[src/design/sdram_fb_pkg.sv]
package sdram_fb_pkg;

    // sdram geometry
    localparam int row_w  = 12;
    localparam int col_w  = 8;
    localparam int bank_w = 2;
    localparam int data_w = 16;

    // fixed mode register settings
    localparam int burst_len = 8;
    localparam int cas_lat   = 2;

    // {bank, row, col}, the top bit picks the frame buffer
    typedef logic [bank_w+row_w+col_w-1:0] addr_t;

    typedef enum logic [1:0] {
        cmd_idle    = 2'd0,
        cmd_write   = 2'd1,
        cmd_read    = 2'd2,
        cmd_refresh = 2'd3
    } ctrl_cmd_e;

    typedef enum logic [3:0] {
        init_wait,
        init_pre,
        init_ref,
        init_mrs,
        idle,
        activate,
        rcd_wait,
        write_burst,
        read_burst,
        precharge,
        refresh,
        ack
    } seq_state_e;

endpackage

[src/design/sdram_cmd_if.sv]
`timescale 1ns/1ns

interface sdram_cmd_if;
    import sdram_fb_pkg::*;

    // held by the controller until ack
    ctrl_cmd_e cmd;
    addr_t     addr;

    // one cycle pulse at the end of tRP
    logic      ack;
    logic      init_done;

    modport ctrl (
        output cmd,
        output addr,
        input  ack,
        input  init_done
    );

    modport seq (
        input  cmd,
        input  addr,
        output ack,
        output init_done
    );

endinterface

[src/design/sdram_ctrl.sv]
`timescale 1ns/1ns

module sdram_ctrl #(
    parameter int refresh_cycles = 780
) (
    input  logic                clk,
    input  logic                rst_n,
    input  logic                w_req,
    input  logic                r_req,
    input  sdram_fb_pkg::addr_t wr_addr,
    output logic                req_ack,
    output logic                busy,
    sdram_cmd_if.ctrl           cmd_if
);
    import sdram_fb_pkg::*;

    // one cycle short of the interval, since a burst in flight plus the
    // idle cycle after its ack can hold a refresh back by 17 cycles
    localparam int ref_period = refresh_cycles - 1;
    localparam int ref_w      = $clog2(ref_period);

    logic [ref_w-1:0] ref_cnt;
    logic             ref_wrap;
    logic             ref_pending;
    logic             cmd_free;
    logic             grant_ref;
    logic             grant_data;

    // ----------------------------------------------------------
    // arbitration, refresh > read > write
    // ----------------------------------------------------------
    assign cmd_free   = cmd_if.init_done && (cmd_if.cmd == cmd_idle);
    assign grant_ref  = cmd_free && ref_pending;
    assign grant_data = cmd_free && !ref_pending && (r_req || w_req);

    assign ref_wrap = cmd_if.init_done && (ref_cnt == ref_w'(ref_period - 1));

    assign busy    = (cmd_if.cmd != cmd_idle) || ref_pending;
    assign req_ack = cmd_if.ack && (cmd_if.cmd == cmd_write || cmd_if.cmd == cmd_read);

    // refresh interval, starts once init is over
    always_ff @(posedge clk or negedge rst_n) begin
        if (!rst_n) begin
            ref_cnt     <= '0;
            ref_pending <= 1'b0;
        end else begin
            if (!cmd_if.init_done || ref_wrap) begin
                ref_cnt <= '0;
            end else begin
                ref_cnt <= ref_cnt + 1'b1;
            end
            ref_pending <= ref_wrap || (ref_pending && !grant_ref);
        end
    end

    // command held until the sequencer acks
    always_ff @(posedge clk or negedge rst_n) begin
        if (!rst_n) begin
            cmd_if.cmd <= cmd_idle;
        end else if (grant_ref) begin
            cmd_if.cmd <= cmd_refresh;
        end else if (grant_data) begin
            cmd_if.cmd <= r_req ? cmd_read : cmd_write;
        end else if (cmd_if.ack) begin
            cmd_if.cmd <= cmd_idle;
        end
    end

    always_ff @(posedge clk) begin
        if (grant_data) begin
            cmd_if.addr <= wr_addr;
        end
    end

    // a due refresh waits at most for one data command
    ref_served: assert property (@(posedge clk) disable iff (!rst_n)
        $rose(ref_pending) |-> ##[1:24] !ref_pending);

endmodule

[src/flat_wrapper.sv]
// flat-port wrapper written by rule: the top's interface ports become plain ports
module sdram_ctrl_flat import sdram_fb_pkg::*;
#(
    parameter int refresh_cycles = 780
)
  (clk, rst_n, w_req, r_req, wr_addr, req_ack, busy, cmd_if_cmd, cmd_if_addr, cmd_if_ack, cmd_if_init_done);
  sdram_cmd_if cmd_if_i ();
  input  logic clk;
  input  logic rst_n;
  input  logic w_req;
  input  logic r_req;
  input  sdram_fb_pkg::addr_t wr_addr;
  output logic req_ack;
  output logic busy;
  output wire logic [$bits(cmd_if_i.cmd)-1:0] cmd_if_cmd;
  output wire logic [$bits(cmd_if_i.addr)-1:0] cmd_if_addr;
  input wire logic [$bits(cmd_if_i.ack)-1:0] cmd_if_ack;
  input wire logic [$bits(cmd_if_i.init_done)-1:0] cmd_if_init_done;
  assign cmd_if_cmd = cmd_if_i.cmd;
  assign cmd_if_addr = cmd_if_i.addr;
  assign cmd_if_i.ack = cmd_if_ack;
  assign cmd_if_i.init_done = cmd_if_init_done;
  sdram_ctrl #(.refresh_cycles(refresh_cycles)) u_core (.clk(clk), .rst_n(rst_n), .w_req(w_req), .r_req(r_req), .wr_addr(wr_addr), .req_ack(req_ack), .busy(busy), .cmd_if(cmd_if_i));
endmodule
[config.mk]
export PLATFORM = sky130hd
export DESIGN_NAME = sdram_ctrl_flat
export DESIGN_NICKNAME = d
export VERILOG_FILES = /design/src/design/sdram_fb_pkg.sv /design/src/design/sdram_cmd_if.sv /design/src/design/sdram_ctrl.sv /design/src/flat_wrapper.sv
export SDC_FILE = /design/constraint.sdc
export NUM_CORES = 1
export LEC_CHECK = 0
export BUFFER_PORTS_ARGS = -buffer_cell sky130_fd_sc_hd__clkbuf_2
export CORE_MARGIN = 2
export CORE_UTILIZATION = 47
export CTS_BUF_LIST = sky130_fd_sc_hd__clkbuf_16
export DETAILED_ROUTE_END_ITERATION = 8
export PLACE_DENSITY = 0.86
export RECOVER_POWER = 100
export SLEW_MARGIN = 40
export SYNTH_ARGS = -nofsm -noshare
export SYNTH_HDL_FRONTEND = slang
export SYNTH_SLANG_ARGS = --single-unit
[constraint.sdc]
create_clock -name clk -period 2 [get_ports clk]
set_input_delay 0.4 -clock clk [delete_from_list [all_inputs] [get_ports clk]]
set_output_delay 0.4 -clock clk [all_outputs]
set_load 0.01 [all_outputs]
# Word level (Yosys, flattened, before mapping)
# Index checks and enable logic that the tools add are counted.
# word_totals
register_bits,35
rom_bits,0
latchBits,0
n_memories,0
ramBits,0
input_bits,28
# classes
n_lt_le_gt_ge,0
muxes,5
n_mul,0
n_eq_ne,3
shifts,0
n_div,0
bitwise_logic,0
reduce_logical,18
addsub,1
# ops
cell,n
"adder 10 x 1 -> 10 bit, second input constant",1
"equality test 10 bit, second input constant",1
two-way mux 10 bit,1
two-way mux 2 bit,4
logical AND 1 bit,7
logical OR 1 bit,5
zero test 1 bit,3
nonzero test 3 bit,1
"equality test 2 x 1 -> 1 bit, second input constant",1
"equality test 2 bit, second input constant",1
zero test 2 bit,1
nonzero test 2 bit,1

# Logic depth before layout (Yosys ltp)
# logic_depth
depth_word,6
ltp_mapped,5

# Worst setup path after synthesis
# No wires, ideal clock.
# synth_path
kind,flip-flop to flip-flop
from,reg u_core.cmd_if.cmd[0]
to,reg u_core.cmd_if.addr[0] (enable)
stages_incl_launch_ff,6
setup_slack_ns,0.194
arrival_ns,1.427
synth_period_minus_slack_ns,1.806
path_cell_list,dfrtp_1 -> inv_1 -> ha_1 -> nand2_1 -> nor2_1 -> o21a_1
# synth_between
elab_chain_len,4
# synth_rtl
element,line,rtl
start: declaration,sdram_cmd_if.sv:15,"output cmd,"
start signal: assignment,sdram_ctrl.sv:59,cmd_if.cmd <= cmd_idle;
start signal: assignment,sdram_ctrl.sv:61,cmd_if.cmd <= cmd_refresh;
start signal: assignment,sdram_ctrl.sv:63,cmd_if.cmd <= r_req ? cmd_read : cmd_write;
zero test 2 bit,sdram_ctrl.sv:32,assign cmd_free = cmd_if.init_done && (cmd_if.cmd == cmd_idle);
logical AND 1 bit,sdram_ctrl.sv:32,
logical AND 1 bit (2 in a row),sdram_ctrl.sv:34,assign grant_data = cmd_free && !ref_pending && (r_req || w_req);
net u_core.grant_data,sdram_ctrl.sv:27,logic grant_data;
end signal: assignment,sdram_ctrl.sv:71,cmd_if.addr <= wr_addr;
end: declaration,sdram_cmd_if.sv:16,"output addr,"
# The timed path passes the listed nets, and every way through them passes these cells.
# A chain may end at the register's enable or synchronous reset.

# Worst setup path after layout
# layout_path
from,reg u_core.ref_cnt[5]
to,reg u_core.ref_cnt[3]
# layout_between
elab_chain_len,4
# layout_rtl
element,line,rtl
start: declaration,sdram_ctrl.sv:22,logic [ref_w-1:0] ref_cnt;
start signal: assignment,sdram_ctrl.sv:50,ref_cnt <= ref_cnt + 1'b1;
equality test 10 bit,sdram_ctrl.sv:36,assign ref_wrap = cmd_if.init_done && (ref_cnt == ref_w'(ref_period - 1));
logical AND 1 bit,sdram_ctrl.sv:36,
logical OR 1 bit,sdram_ctrl.sv:47,if (!cmd_if.init_done || ref_wrap) begin
two-way mux 10 bit,sdram_ctrl.sv:47,
# No other way between the ends.

==> run_results.csv <==
group,metric,value,unit
placed_design,io_buffers,53,
floorplan,fp.dieH,57.5,um
status,status,"finished, final reports clean",
routing,wl_per_cell,14.7,um
timing,clock_skew,0.00453,ns
global_routing,grt_max_degree,23,
routing,drtIter0Drc,15,
timing,tightest_slew,0.723,ns
yosys,synthCells,91,
routing,antenna_left,0,
global_routing,grt_pass1_vias,910,
placed_design,gp_congestion,0.821,
power,internal-power,1.47,mW
power,clock_power_share,0.452,
timing,final-setup-viol-count,0,
yosys,synth_edf_count,22,
global_routing,grt_usage,0.175,
worst_setup_path,setup.worst_path.start_class,"flip-flop",
routing,dr.pass1.iters,4,
floorplan,die-area,3300,um2
yosys,ys.warnings.count,0,
global_routing,grt_antenna_before_repair,0,
timing,fin_crit,1.70,ns
placed_design,hpwl,1.95,mm
yosys,synth-async-reset-ratio,0.371,
clock_tree,hold_buffers,0,
timing,period_share,0.851,
clock_tree,cts.sinks,35,
timing,rsz0062_at_grt,"false",
worst_setup_path,critPathMaxFanout,10,
layout,diodes,0,
floorplan,dieWidth,57.5,um
power,leakage,0.713,nW
timing,tns,0,ns
yosys,synth_ff_type,"edfxtp_1",
routing,drc_errors,0,
routing,num_vias,981,
worst_setup_path,crit_arrival,1.84,ns
layout,synthToLayoutAreaGrowth,32.2,%
power,switching_share,0.206,
timing,slew_viol_final,0,
power,vdd_drop_max,0.000764,V
yosys,ys_seq_area_frac,0.734,
yosys,syn_area,1340,um2
global_routing,grt_pass1_wl,4.18,mm
clock_tree,cts_resized,0,
global_routing,grt_overflow,0,
clock_tree,path_clk_slew,0.05,ns
clock_tree,root_buffer,"clkbuf_16",
placed_design,dpl.cell_count,175,
clock_tree,cts_tree,"yes",
clock_tree,clockBufferDepth,2,
worst_setup_path,path_class,"reg2reg",
timing,hold_viol_final,0,
timing,layout_setup_ws,0.298,ns
routing,drt-total-wl,2.68,mm
layout,nFillCells,217,
clock_tree,cts_buffers,5,
placed_design,place_ws,0.335,ns
floorplan,core-area,2730,um2
clock_tree,post_cts_buffers,0,
yosys,synth_seq_cells,35,
clock_tree,htreeDepth,2,
worst_hold_path,hold_class,"in2async",
power,pwr-share-comb,0.091,
clock_tree,worstSkewPairLatency,0.27,ns
worst_setup_path,endpoint_kind,"flip-flop",
job,maxCapViolations,0,
timing,slew-limit-headroom,0.518,
yosys,synth_fp_nets,122,
layout,fin_cells,183,
floorplan,ios,54,
yosys,ys_types,30,
worst_setup_path,required,2.14,ns
layout,fin_nets,182,
floorplan,start_util,0.492,
timing,fmax,588,MHz
floorplan,rows,19,
layout,drive_gt1_frac,0.243,
yosys,synth.avg_cell_area,14.8,um2
power,seqPwrFrac,0.458,
routing,vias_per_cell,5.36,
power,powerDensity,1050,nW/um2
power,power_switching,0.383,mW
## Yosys cell counts (2+ instances only)
cell type | count | share of area
edfxtp_1 | 22 | 0.49
dfrtp_1 | 13 | 0.24
nor2_1 | 8 | 0.022
a21oi_1 | 5 | 0.019
inv_1 | 4 | 0.011
nand3_1 | 4 | 0.015
o21ai_0 | 4 | 0.015
ha_1 | 3 | 0.028
nand2_1 | 3 | 0.0084
or3_1 | 3 | 0.014
nand4_1 | 2 | 0.0093
xor2_1 | 2 | 0.013
## power groups by stage
stage	sequential [mW]	combinational (mW)	clock, mW
2_1_floorplan	0.884	0.0651	0
3_3_place_gp	0.861	0.176	0
3_5_place_dp	0.864	0.182	0
4_1_cts	0.851	0.184	0.859
5_1_grt	0.854	0.189	0.888
6_report	0.850	0.169	0.839
## sequential cells by signal, indices dropped and copies added, names as in the netlist
register	cells
u_core.cmd_if.addr	22
u_core.ref_pending	1
u_core.ref_cnt	10
u_core.cmd_if.cmd	2
## area by class of cell
| cell class | count | area, um2 | area share |
|---|---|---|---|
| tap | 31 | 38.8 | 0.0218 |
| sequential | 35 | 986 | 0.555 |
| timing repair buffer | 54 | 239 | 0.135 |
| clock buffer | 5 | 125 | 0.0704 |
| inverter | 4 | 15.0 | 0.00845 |
| clock inverter | 3 | 38.8 | 0.0218 |
| multi-input combinational | 51 | 334 | 0.188 |
## worst paths after layout
| path | startpoint | to | slack [ns] | cells past startpoint |
|---|---|---|---|---|
| hold / removal | rst_n | u_core.ref_cnt[0]$_DFF_PN0_ | 0.16 | 1 |
| hold reg to reg | u_core.ref_cnt[0]$_DFF_PN0_ | u_core.ref_cnt[0]$_DFF_PN0_ | 0.51 | 1 |
| setup / recovery | u_core.ref_cnt[5]$_DFF_PN0_ | u_core.ref_cnt[3]$_DFF_PN0_ | 0.30 | 3 |
| setup reg to reg | u_core.ref_cnt[5]$_DFF_PN0_ | u_core.ref_cnt[3]$_DFF_PN0_ | 0.30 | 3 |
| min in group clk | wr_addr[7] | u_core.cmd_if.addr[7]$_DFFE_PP_ | 0.30 | 1 |
| max in group asynchronous | rst_n | u_core.ref_cnt[2]$_DFF_PN0_ | 1.38 | 1 |
## per-stage QoR
stage	util	hold WS, ns	total power, mW	area, um2
2_1_floorplan	-	0.104	0.949	1340
6_report	0.650	0.156	1.86	1780
4_1_cts	0.664	0.0242	1.89	1810
3_3_place_gp	0.604	0.303	1.04	1650
3_5_place_dp	0.604	0.313	1.05	1650
5_1_grt	0.650	0.196	1.93	1780
## metal layers
metal	part of all wire	wire, um	GRT usage
met5	0	0	0
met4	0.030	80	0.0997
met3	0.12	315	0.0726
met2	0.48	1290	0.286
met1	0.37	996	0.191
## placed cells by master, fill, tap and decap left out, types with 3 or more instances in the layout
cell type and instances:
or3_1 3, clkbuf_16 5, ha_1 3, nor2_1 8
inv_1 4, a21oi_1 5, nand2_1 3, clkbuf_2 26
edfxtp_1 22, clkbuf_1 27, o21ai_0 4, dfrtp_1 13
nand3_1 4
## critical path: stages, from the launching register on
cell     delay [ns]
dfrtp_1        0.41
or4b_1         0.60
o31ai_4        0.46
nor2_1         0.10
## kinds of logic (layout without fill, tap and decap cells)
logic type / count (synthesis) / after routing / share of synthesized area
and+or+nand+nor: 29 / 29 / 0.120
DFF: 35 / 35 / 0.734
AOI/OAI and AO/OA: 16 / 16 / 0.0838
adders and majority gates: 3 / 3 / 0.0279
buffers and inverters: 5 / 66 / 0.0149
xor gates and xnor gates: 3 / 3 / 0.0196
Note: power is estimated with default switching activity, not from simulation.
