### src/design/sdram_fb_pkg.sv
package sdram_fb_pkg;

    // sdram geometry
    localparam int row_w  = 12;
    localparam int col_w  = 8;
    localparam int bank_w = 2;
    localparam int data_w = 16;

    // fixed mode register settings
    localparam int burst_len = 8;
    localparam int cas_lat   = 2;

    // {bank, row, col}, the top bit picks the frame buffer
    typedef logic [bank_w+row_w+col_w-1:0] addr_t;

    typedef enum logic [1:0] {
        cmd_idle    = 2'd0,
        cmd_write   = 2'd1,
        cmd_read    = 2'd2,
        cmd_refresh = 2'd3
    } ctrl_cmd_e;

    typedef enum logic [3:0] {
        init_wait,
        init_pre,
        init_ref,
        init_mrs,
        idle,
        activate,
        rcd_wait,
        write_burst,
        read_burst,
        precharge,
        refresh,
        ack
    } seq_state_e;

endpackage

### src/design/sdram_cmd_if.sv
`timescale 1ns/1ns

interface sdram_cmd_if;
    import sdram_fb_pkg::*;

    // held by the controller until ack
    ctrl_cmd_e cmd;
    addr_t     addr;

    // one cycle pulse at the end of tRP
    logic      ack;
    logic      init_done;

    modport ctrl (
        output cmd,
        output addr,
        input  ack,
        input  init_done
    );

    modport seq (
        input  cmd,
        input  addr,
        output ack,
        output init_done
    );

endinterface

### src/design/sdram_cmd.sv
`timescale 1ns/1ns

module sdram_cmd #(
    parameter int init_cycles = 20000
) (
    input  logic                             clk,
    input  logic                             rst_n,
    sdram_cmd_if.seq                         cmd_if,
    output logic                             w_fifo_rd,
    output logic                             r_fifo_wr,
    output logic                             dq_oe,
    output logic                             cke,
    output logic                             cs_n,
    output logic                             ras_n,
    output logic                             cas_n,
    output logic                             we_n,
    output logic [sdram_fb_pkg::bank_w-1:0]  ba,
    output logic [sdram_fb_pkg::row_w-1:0]   a
);
    import sdram_fb_pkg::*;

    localparam int cnt_w = ($clog2(init_cycles) > 4) ? $clog2(init_cycles) : 4;

    // sequential burst of 8, cas 2, burst write
    localparam logic [row_w-1:0] mode_word =
        {{(row_w-7){1'b0}}, 3'(cas_lat), 1'b0, 3'($clog2(burst_len))};

    // {cs_n, ras_n, cas_n, we_n}
    typedef enum logic [3:0] {
        pin_mrs = 4'b0000,
        pin_ref = 4'b0001,
        pin_pre = 4'b0010,
        pin_act = 4'b0011,
        pin_wr  = 4'b0100,
        pin_rd  = 4'b0101,
        pin_nop = 4'b0111
    } pin_cmd_e;

    seq_state_e        state;
    seq_state_e        next_state;
    logic [cnt_w-1:0]  cnt;
    logic [cnt_w-1:0]  last_cnt;
    pin_cmd_e          pin_cmd;
    logic [bank_w-1:0] cur_bank;
    logic [row_w-1:0]  cur_row;
    logic [row_w-1:0]  col_word;

    assign cur_bank = cmd_if.addr[col_w+row_w +: bank_w];
    assign cur_row  = cmd_if.addr[col_w +: row_w];
    // upper bits zero, so A10 stays low and no auto-precharge
    assign col_word = {{(row_w-col_w){1'b0}}, cmd_if.addr[col_w-1:0]};

    // ----------------------------------------------------------
    // state lengths and successors
    // ----------------------------------------------------------
    always_comb begin
        last_cnt   = '0;
        next_state = state;
        case (state)
            init_wait: begin
                last_cnt   = cnt_w'(init_cycles - 1);
                next_state = init_pre;
            end
            init_pre: begin
                last_cnt   = cnt_w'(1);
                next_state = init_ref;
            end
            init_ref: begin
                last_cnt   = cnt_w'(7);
                next_state = init_mrs;
            end
            init_mrs: begin
                last_cnt   = cnt_w'(3);
                next_state = idle;
            end
            idle: begin
                if (cmd_if.cmd == cmd_refresh) begin
                    next_state = refresh;
                end else if (cmd_if.cmd != cmd_idle) begin
                    next_state = activate;
                end
            end
            activate:    next_state = rcd_wait;
            rcd_wait: begin
                last_cnt   = cnt_w'(1);
                next_state = (cmd_if.cmd == cmd_read) ? read_burst : write_burst;
            end
            write_burst: begin
                last_cnt   = cnt_w'(burst_len - 1);
                next_state = precharge;
            end
            // read cmd, cas wait, then the data beats
            read_burst: begin
                last_cnt   = cnt_w'(cas_lat + burst_len - 1);
                next_state = precharge;
            end
            precharge: begin
                last_cnt   = cnt_w'(1);
                next_state = ack;
            end
            refresh: begin
                last_cnt   = cnt_w'(6);
                next_state = ack;
            end
            default:     next_state = idle;
        endcase
    end

    always_ff @(posedge clk or negedge rst_n) begin
        if (!rst_n) begin
            state            <= init_wait;
            cnt              <= '0;
            cmd_if.init_done <= 1'b0;
        end else if (cnt == last_cnt) begin
            state <= next_state;
            cnt   <= '0;
            if (state == init_mrs) begin
                cmd_if.init_done <= 1'b1;
            end
        end else begin
            cnt <= cnt + 1'b1;
        end
    end

    // ----------------------------------------------------------
    // pin decode
    // ----------------------------------------------------------
    always_comb begin
        pin_cmd = pin_nop;
        ba      = '0;
        a       = '0;
        case (state)
            init_pre, precharge: begin
                if (cnt == '0) begin
                    pin_cmd = pin_pre;
                    a[10]   = 1'b1;
                end
            end
            // two refreshes, four cycles apart
            init_ref: begin
                if (cnt[1:0] == 2'd0) begin
                    pin_cmd = pin_ref;
                end
            end
            init_mrs: begin
                if (cnt == '0) begin
                    pin_cmd = pin_mrs;
                    a       = mode_word;
                end
            end
            activate: begin
                pin_cmd = pin_act;
                ba      = cur_bank;
                a       = cur_row;
            end
            write_burst, read_burst: begin
                if (cnt == '0) begin
                    pin_cmd = (state == write_burst) ? pin_wr : pin_rd;
                    ba      = cur_bank;
                    a       = col_word;
                end
            end
            refresh: begin
                if (cnt == '0) begin
                    pin_cmd = pin_ref;
                end
            end
            default: pin_cmd = pin_nop;
        endcase
    end

    assign {cs_n, ras_n, cas_n, we_n} = pin_cmd;
    assign cke = (state != init_wait);

    // fifo pop runs one cycle ahead of the word on dq
    assign w_fifo_rd = (state == rcd_wait && cnt == cnt_w'(1) && cmd_if.cmd == cmd_write) ||
                       (state == write_burst && cnt < cnt_w'(burst_len - 1));
    assign dq_oe     = (state == write_burst);
    assign r_fifo_wr = (state == read_burst) && (cnt >= cnt_w'(cas_lat));
    assign cmd_if.ack = (state == ack);

    act_after_init: assert property (@(posedge clk) disable iff (!rst_n)
        (pin_cmd == pin_act) |-> cmd_if.init_done);

    // bus stays released for the whole read return
    no_drive_in_read: assert property (@(posedge clk) disable iff (!rst_n)
        (pin_cmd == pin_rd) |=> (!dq_oe) [*(cas_lat + burst_len)]);

endmodule

### src/flat_wrapper.sv
// flat-port wrapper written by rule: the top's interface ports become plain ports
module sdram_cmd_flat import sdram_fb_pkg::*;
#(
    parameter int init_cycles = 20000
)
  (clk, rst_n, w_fifo_rd, r_fifo_wr, dq_oe, cke, cs_n, ras_n, cas_n, we_n, ba, a, cmd_if_cmd, cmd_if_addr, cmd_if_ack, cmd_if_init_done);
  sdram_cmd_if cmd_if_i ();
  input  logic clk;
  input  logic rst_n;
  output logic w_fifo_rd;
  output logic r_fifo_wr;
  output logic dq_oe;
  output logic cke;
  output logic cs_n;
  output logic ras_n;
  output logic cas_n;
  output logic we_n;
  output logic [sdram_fb_pkg::bank_w-1:0] ba;
  output logic [sdram_fb_pkg::row_w-1:0] a;
  input wire logic [$bits(cmd_if_i.cmd)-1:0] cmd_if_cmd;
  input wire logic [$bits(cmd_if_i.addr)-1:0] cmd_if_addr;
  output wire logic [$bits(cmd_if_i.ack)-1:0] cmd_if_ack;
  output wire logic [$bits(cmd_if_i.init_done)-1:0] cmd_if_init_done;
  assign cmd_if_i.cmd = cmd_if_cmd;
  assign cmd_if_i.addr = cmd_if_addr;
  assign cmd_if_ack = cmd_if_i.ack;
  assign cmd_if_init_done = cmd_if_i.init_done;
  sdram_cmd #(.init_cycles(init_cycles)) u_core (.clk(clk), .rst_n(rst_n), .cmd_if(cmd_if_i), .w_fifo_rd(w_fifo_rd), .r_fifo_wr(r_fifo_wr), .dq_oe(dq_oe), .cke(cke), .cs_n(cs_n), .ras_n(ras_n), .cas_n(cas_n), .we_n(we_n), .ba(ba), .a(a));
endmodule
### config.mk
export PLATFORM = sky130hd
export DESIGN_NAME = sdram_cmd_flat
export DESIGN_NICKNAME = d
export VERILOG_FILES = /design/src/design/sdram_fb_pkg.sv /design/src/design/sdram_cmd_if.sv /design/src/design/sdram_cmd.sv /design/src/flat_wrapper.sv
export SDC_FILE = /design/constraint.sdc
export NUM_CORES = 1
export LEC_CHECK = 0
export BUFFER_PORTS_ARGS = -buffer_cell sky130_fd_sc_hd__buf_4
export CORE_ASPECT_RATIO = 0.6
export CORE_MARGIN = 2
export CORE_UTILIZATION = 43
export DETAILED_ROUTE_END_ITERATION = 7
export HOLD_SLACK_MARGIN = 0.08
export PLACE_DENSITY = 0.69
export SETUP_SLACK_MARGIN = 0.02
export SLEW_MARGIN = 20
export SYNTH_ARGS = -nofsm -noshare
export SYNTH_HDL_FRONTEND = slang
export SYNTH_SLANG_ARGS = --single-unit
### constraint.sdc
create_clock -name clk -period 6.8 [get_ports clk]
set_clock_uncertainty 0.2 [all_clocks]
set_input_delay 0.68 -clock clk [delete_from_list [all_inputs] [get_ports clk]]
set_output_delay 0.68 -clock clk [all_outputs]
set_load 0.03 [all_outputs]
* Word-level counts from Yosys, hierarchy flattened *
Index checks and enable logic that the tools add are counted.

operators by class
  eq/ne operators = 17
  add/sub/neg operators = 1
  multiplexer cells = 21
  reduce and logical (&&, ||, !) cells = 17
  $lt $le $gt $ge = 2

operator list
  cell                     count
  $pmux W15 S6             1
  $pmux W4 S8              1
  $pmux W10 S3             1
  $pmux W4 S6              1
  $eq A4 B3 Y1 const B     4
  $eq A4 B4 Y1 const B     4
  $mux W4                  4
  $add A15 B1 Y15 const B  1
  $eq A15 B1 Y1 const B    1
  $eq A15 B15 Y1           1
  $ge A15 B2 Y1 const B    1
  $logic_not A15 Y1        1
  $lt A15 B3 Y1 const B    1
  $mux W15                 1
  $mux W3                  4
  $eq A4 B2 Y1 const B     2
  $mux W8                  1
  $reduce_or A2 Y1         4
  $mux W6                  1
  $eq A2 B2 Y1 const B     2
  $eq A4 B1 Y1 const B     1
  $logic_and A1 B1 Y1      4
  $logic_not A4 Y1         1
  $pmux W1 S4              1
  12 further kinds         14

word-level totals
  bits in registers = 20
  output and inout bits = 24

* Longest topological paths before layout *
  word-level depth = 5
  depth in mapped cells = 7
  gate-level depth less buffers = 6

* Least setup slack after synthesis *
No wires, ideal clock.

  path kind = register to output
  start point = register u_core.cnt[9]
  end point = output a[10] in the netlist's numbering
  arrival time = 2.256 ns
  data required time = 5.920 ns
  cell stages (with the launch flop) = 6
  setup slack = 3.664 ns
  path buffers = 0
  path through = dfrtp_1 or4_1 nor3_1 nand3_1 o21ai_1 nor3b_1

between the ends
  cells in the longest elaborated chain, start to end = 3

ends and longest elaborated chain
  item                      RTL line            source
  start: declaration        sdram_cmd.sv:41     logic [cnt_w-1:0] cnt;
  start signal: assignment  sdram_cmd.sv:121    cnt <= cnt + 1'b1;
  $logic_not A15 Y1         sdram_cmd.sv:134    if (cnt == '0) begin
  $mux W1                   sdram_cmd.sv:134
  $pmux W1 S4               sdram_cmd.sv:132    case (state)
  end: declaration          flat_wrapper.sv:19  output logic [sdram_fb_pkg::row_w-1:0] a;

No other way between the ends.

* Worst setup path after layout *
Same ends and word-level chain as after synthesis.

==> qor.csv <==
stage;metric;value;unit
critical_path;kind of end point of the critical path;output pin;
floorplanning;Core Box Area;3363;um^2
critical_path;RR Startpoint;u_core.state[1];
floorplanning;Rows;16;
grt;grt total ovfl;0;
synthesis;Synth async-reset ratio;1.000;
sta;Least-Margin Pin Slew;785.6;ps
finish;Final nets;260;
finish;design area;1981;um^2
synthesis;flops & latches, synth;20;
finish;most common cell after layout, fill and taps aside;buf_4;
finish;most frequent cells in the layout;buf_4 (48), dfrtp_1 (20), nor2_1 (19);
clock_network;cts hold-fix bufs;0;
power;Power Density;415.2;nW/um^2
sta;Slew Limit Fails;0;
route;Post-DRT Antenna Nets;0;
synthesis;synthesized area per cell;8.293;um^2
critical_path;crit-path cells;or4_1 -> nor3_1 -> nand3_1 -> o21ai_1 -> nor3b_1 -> buf_4;
finish;Syn-to-layout area delta;27.05;%
sta;final hold violations;0;
power;P_leak;0.0009318;uW
placed_design;DP Wirelength;3364;um
clock_network;clk slew on worst S/H paths;70;ps
synthesis;Synth cell types;44;
clock_network;CTS tree;built;
critical_path;R2R Setup Slk;3870;ps
sta;Final min period;3360;ps
route;Initial DRC Count;154;
sta;Final Setup Violations;0;
clock_network;maximum root-to-sink buffer count;2;
route;first drt pass iteration count;5;
sta;setup TNS;0;ps
finish;ANT cells;0;
clock_network;number of H-tree levels;1;
sta;RSZ-0062 raised after global routing;no;
sta;achievable frequency;297.7;MHz
placed_design;area of placed instances;1921;um^2
critical_path;Critical path buffers and inverters;1;
finish;share of cells above drive strength 1;0.2664;
synthesis;top cell type's share of synthesized area;0.3210;
grt;vias in the first global route;1414;
min_path;Hold WC Path Type;in -> async;
synthesis;dominant cell type by area after synthesis;dfrtp_1;
floorplanning;Die ar.;4139;um^2
finish;Fillers;314;
synthesis;Seq/Total Area, Yosys;0.3210;
synthesis;synthesized area;1559;um^2
critical_path;worst r2r dst;u_core.state[0];
route;final WL;4358;um
clock_network;clk_lat worst skew;260;ps
clock_network;number of clock sinks;20;
floorplanning;Die H;50.64;um
synthesis;cell count after synthesis;188;
route;drt drc;0;
power;Peak VDD IR;0.0002150;V
critical_path;CP required;5920;ps
clock_network;Resize count post-CTS;0;
floorplanning;Initial Utilization;0.4635;
sta;Worst slew margin;0.4723;
run;max cap viols;0;
placed_design;gp weighted congestion;0.9462;
critical_path;WP data arrival;2480;ps
clock_network;post-CTS setup buffer count;0;
critical_path;type of the worst setup path;reg -> out;
critical_path;Slowest cell on crit path;or4_1;
sta;Tcrit/Tclk final;0.4941;
grt;initial antenna violation count;0;
critical_path;Crit Path Max Fanout;7;
critical_path;R2R cell count;5;
critical_path;CP top delay family;simple AND/OR/NAND/NOR gates;
synthesis;largest cells by area after synthesis;dfrtp_1 (32%), xnor2_1 (5.1%), nor2_1 (4.6%), nand2_1 (4.1%), xor2_1 (3.4%);
outcome;status;complete, no violations;
floorplanning;IO Pins;50;
synthesis;Synth Warn #;0;
grt;largest net degree at the start of global routing;24;
floorplanning;Die W;81.74;um
route;drt via density;5.832;
synthesis;syn_nets;218;
route;vias;1598;
clock_network;root buffer cell;clkbuf_8;
route;Avg WL per Cell;15.91;um
clock_network;CTS buffer count;3;
synthesis;dominant synthesized flop cell;dfrtp_1;
grt;first-pass GRT wire length;6610;um
synthesis;Post-synth EDFFs;0;
critical_path;Worst setup SP type;flop;
grt;Total GRT Usage;0.2076;
power;Final Power;822.4;uW
placed_design;PortBufs;48;
critical_path;Slowest Stage Delay on Critical Path;570;ps
-- power by group --
group          internal, uW  switching (uW)
clock network          51.6            39.7
registers               148            85.2
logic                   205             292
-- how the worst max path moves through the flow --
stage / start / endpoint / slack (ps) / cells after the start
3_3_place_gp: u_core.state[0] / a[4] / 3780 / 4
2_1_floorplan: u_core.cnt[9] / a[10] / 3660 / 5
5_1_grt: u_core.cnt[9] / a[10] / 3290 / 6
6_report: u_core.cnt[9] / a[10] / 3440 / 6
3_5_place_dp: u_core.state[0] / a[6] / 3610 / 4
4_1_cts: u_core.state[0] / a[6] / 3330 / 4
-- synth_stat cells (6+ instances only) --
cell type,n
a21oi_1,9
dfrtp_1,20
inv_1,6
nand2_1,17
nand3_1,8
nor2_1,19
nor3_1,8
o21ai_1,6
xnor2_1,9
xor2_1,6
-- worst register-to-register path, cell delays in order, from the launching register on --
cell	delay (ps)
dfrtp_1	620
or4_1	670
o21ai_1	140
nand2_1	110
nor4_4	670
mux2_1	400
-- logic make-up after synthesis --
group / count (synthesis) / synth area share
DFF: 20 / 0.3210
xor gates and xnor gates: 15 / 0.08427
and+or+nand+nor: 83 / 0.2873
adders and majority gates: 4 / 0.03210
AOI/OAI and AO/OA: 41 / 0.1830
other: 1 / 0.002405
muxes: 5 / 0.03531
buffers and inverters: 19 / 0.05457
-- final cells by class --
| class | count | area (um^2) | share of cell area |
|---|---|---|---|
| inverters | 8 | 30.03 | 0.01516 |
| flip-flops and latches | 20 | 500.5 | 0.2527 |
| clock buffers | 4 | 55.05 | 0.02780 |
| well taps | 45 | 56.30 | 0.02843 |
| multi-input cells | 149 | 978.4 | 0.4940 |
| repair buffers | 48 | 360.3 | 0.1819 |
-- metrics by stage --
step,utilization,instances,hold slack [ps],worst slack (ps)
CTS,0.5874,274,90.47,3326
floorplan,-,188,184.4,3664
global placement,0.5711,270,245.4,3783
global route,0.5889,274,101.2,3292
finish,0.5889,274,82.67,3440
detailed placement,0.5711,270,249.0,3614
-- routing by layer --
metal / vias to the layer above / track usage / wire [um]
met5: - / 0 / 0
met4: 0 / 0.02500 / 15
met3: 5 / 0.04496 / 391
met2: 77 / 0.3550 / 1983
met1: 762 / 0.2768 / 1967
li1: 754 / - / -
-- sequential cells by signal (all words and copies together) (netlist names) --
name and flops:
u_core.cmd_if.init_done 1, u_core.cnt 15, u_core.state 4
Power figures use the tool's default switching activity.
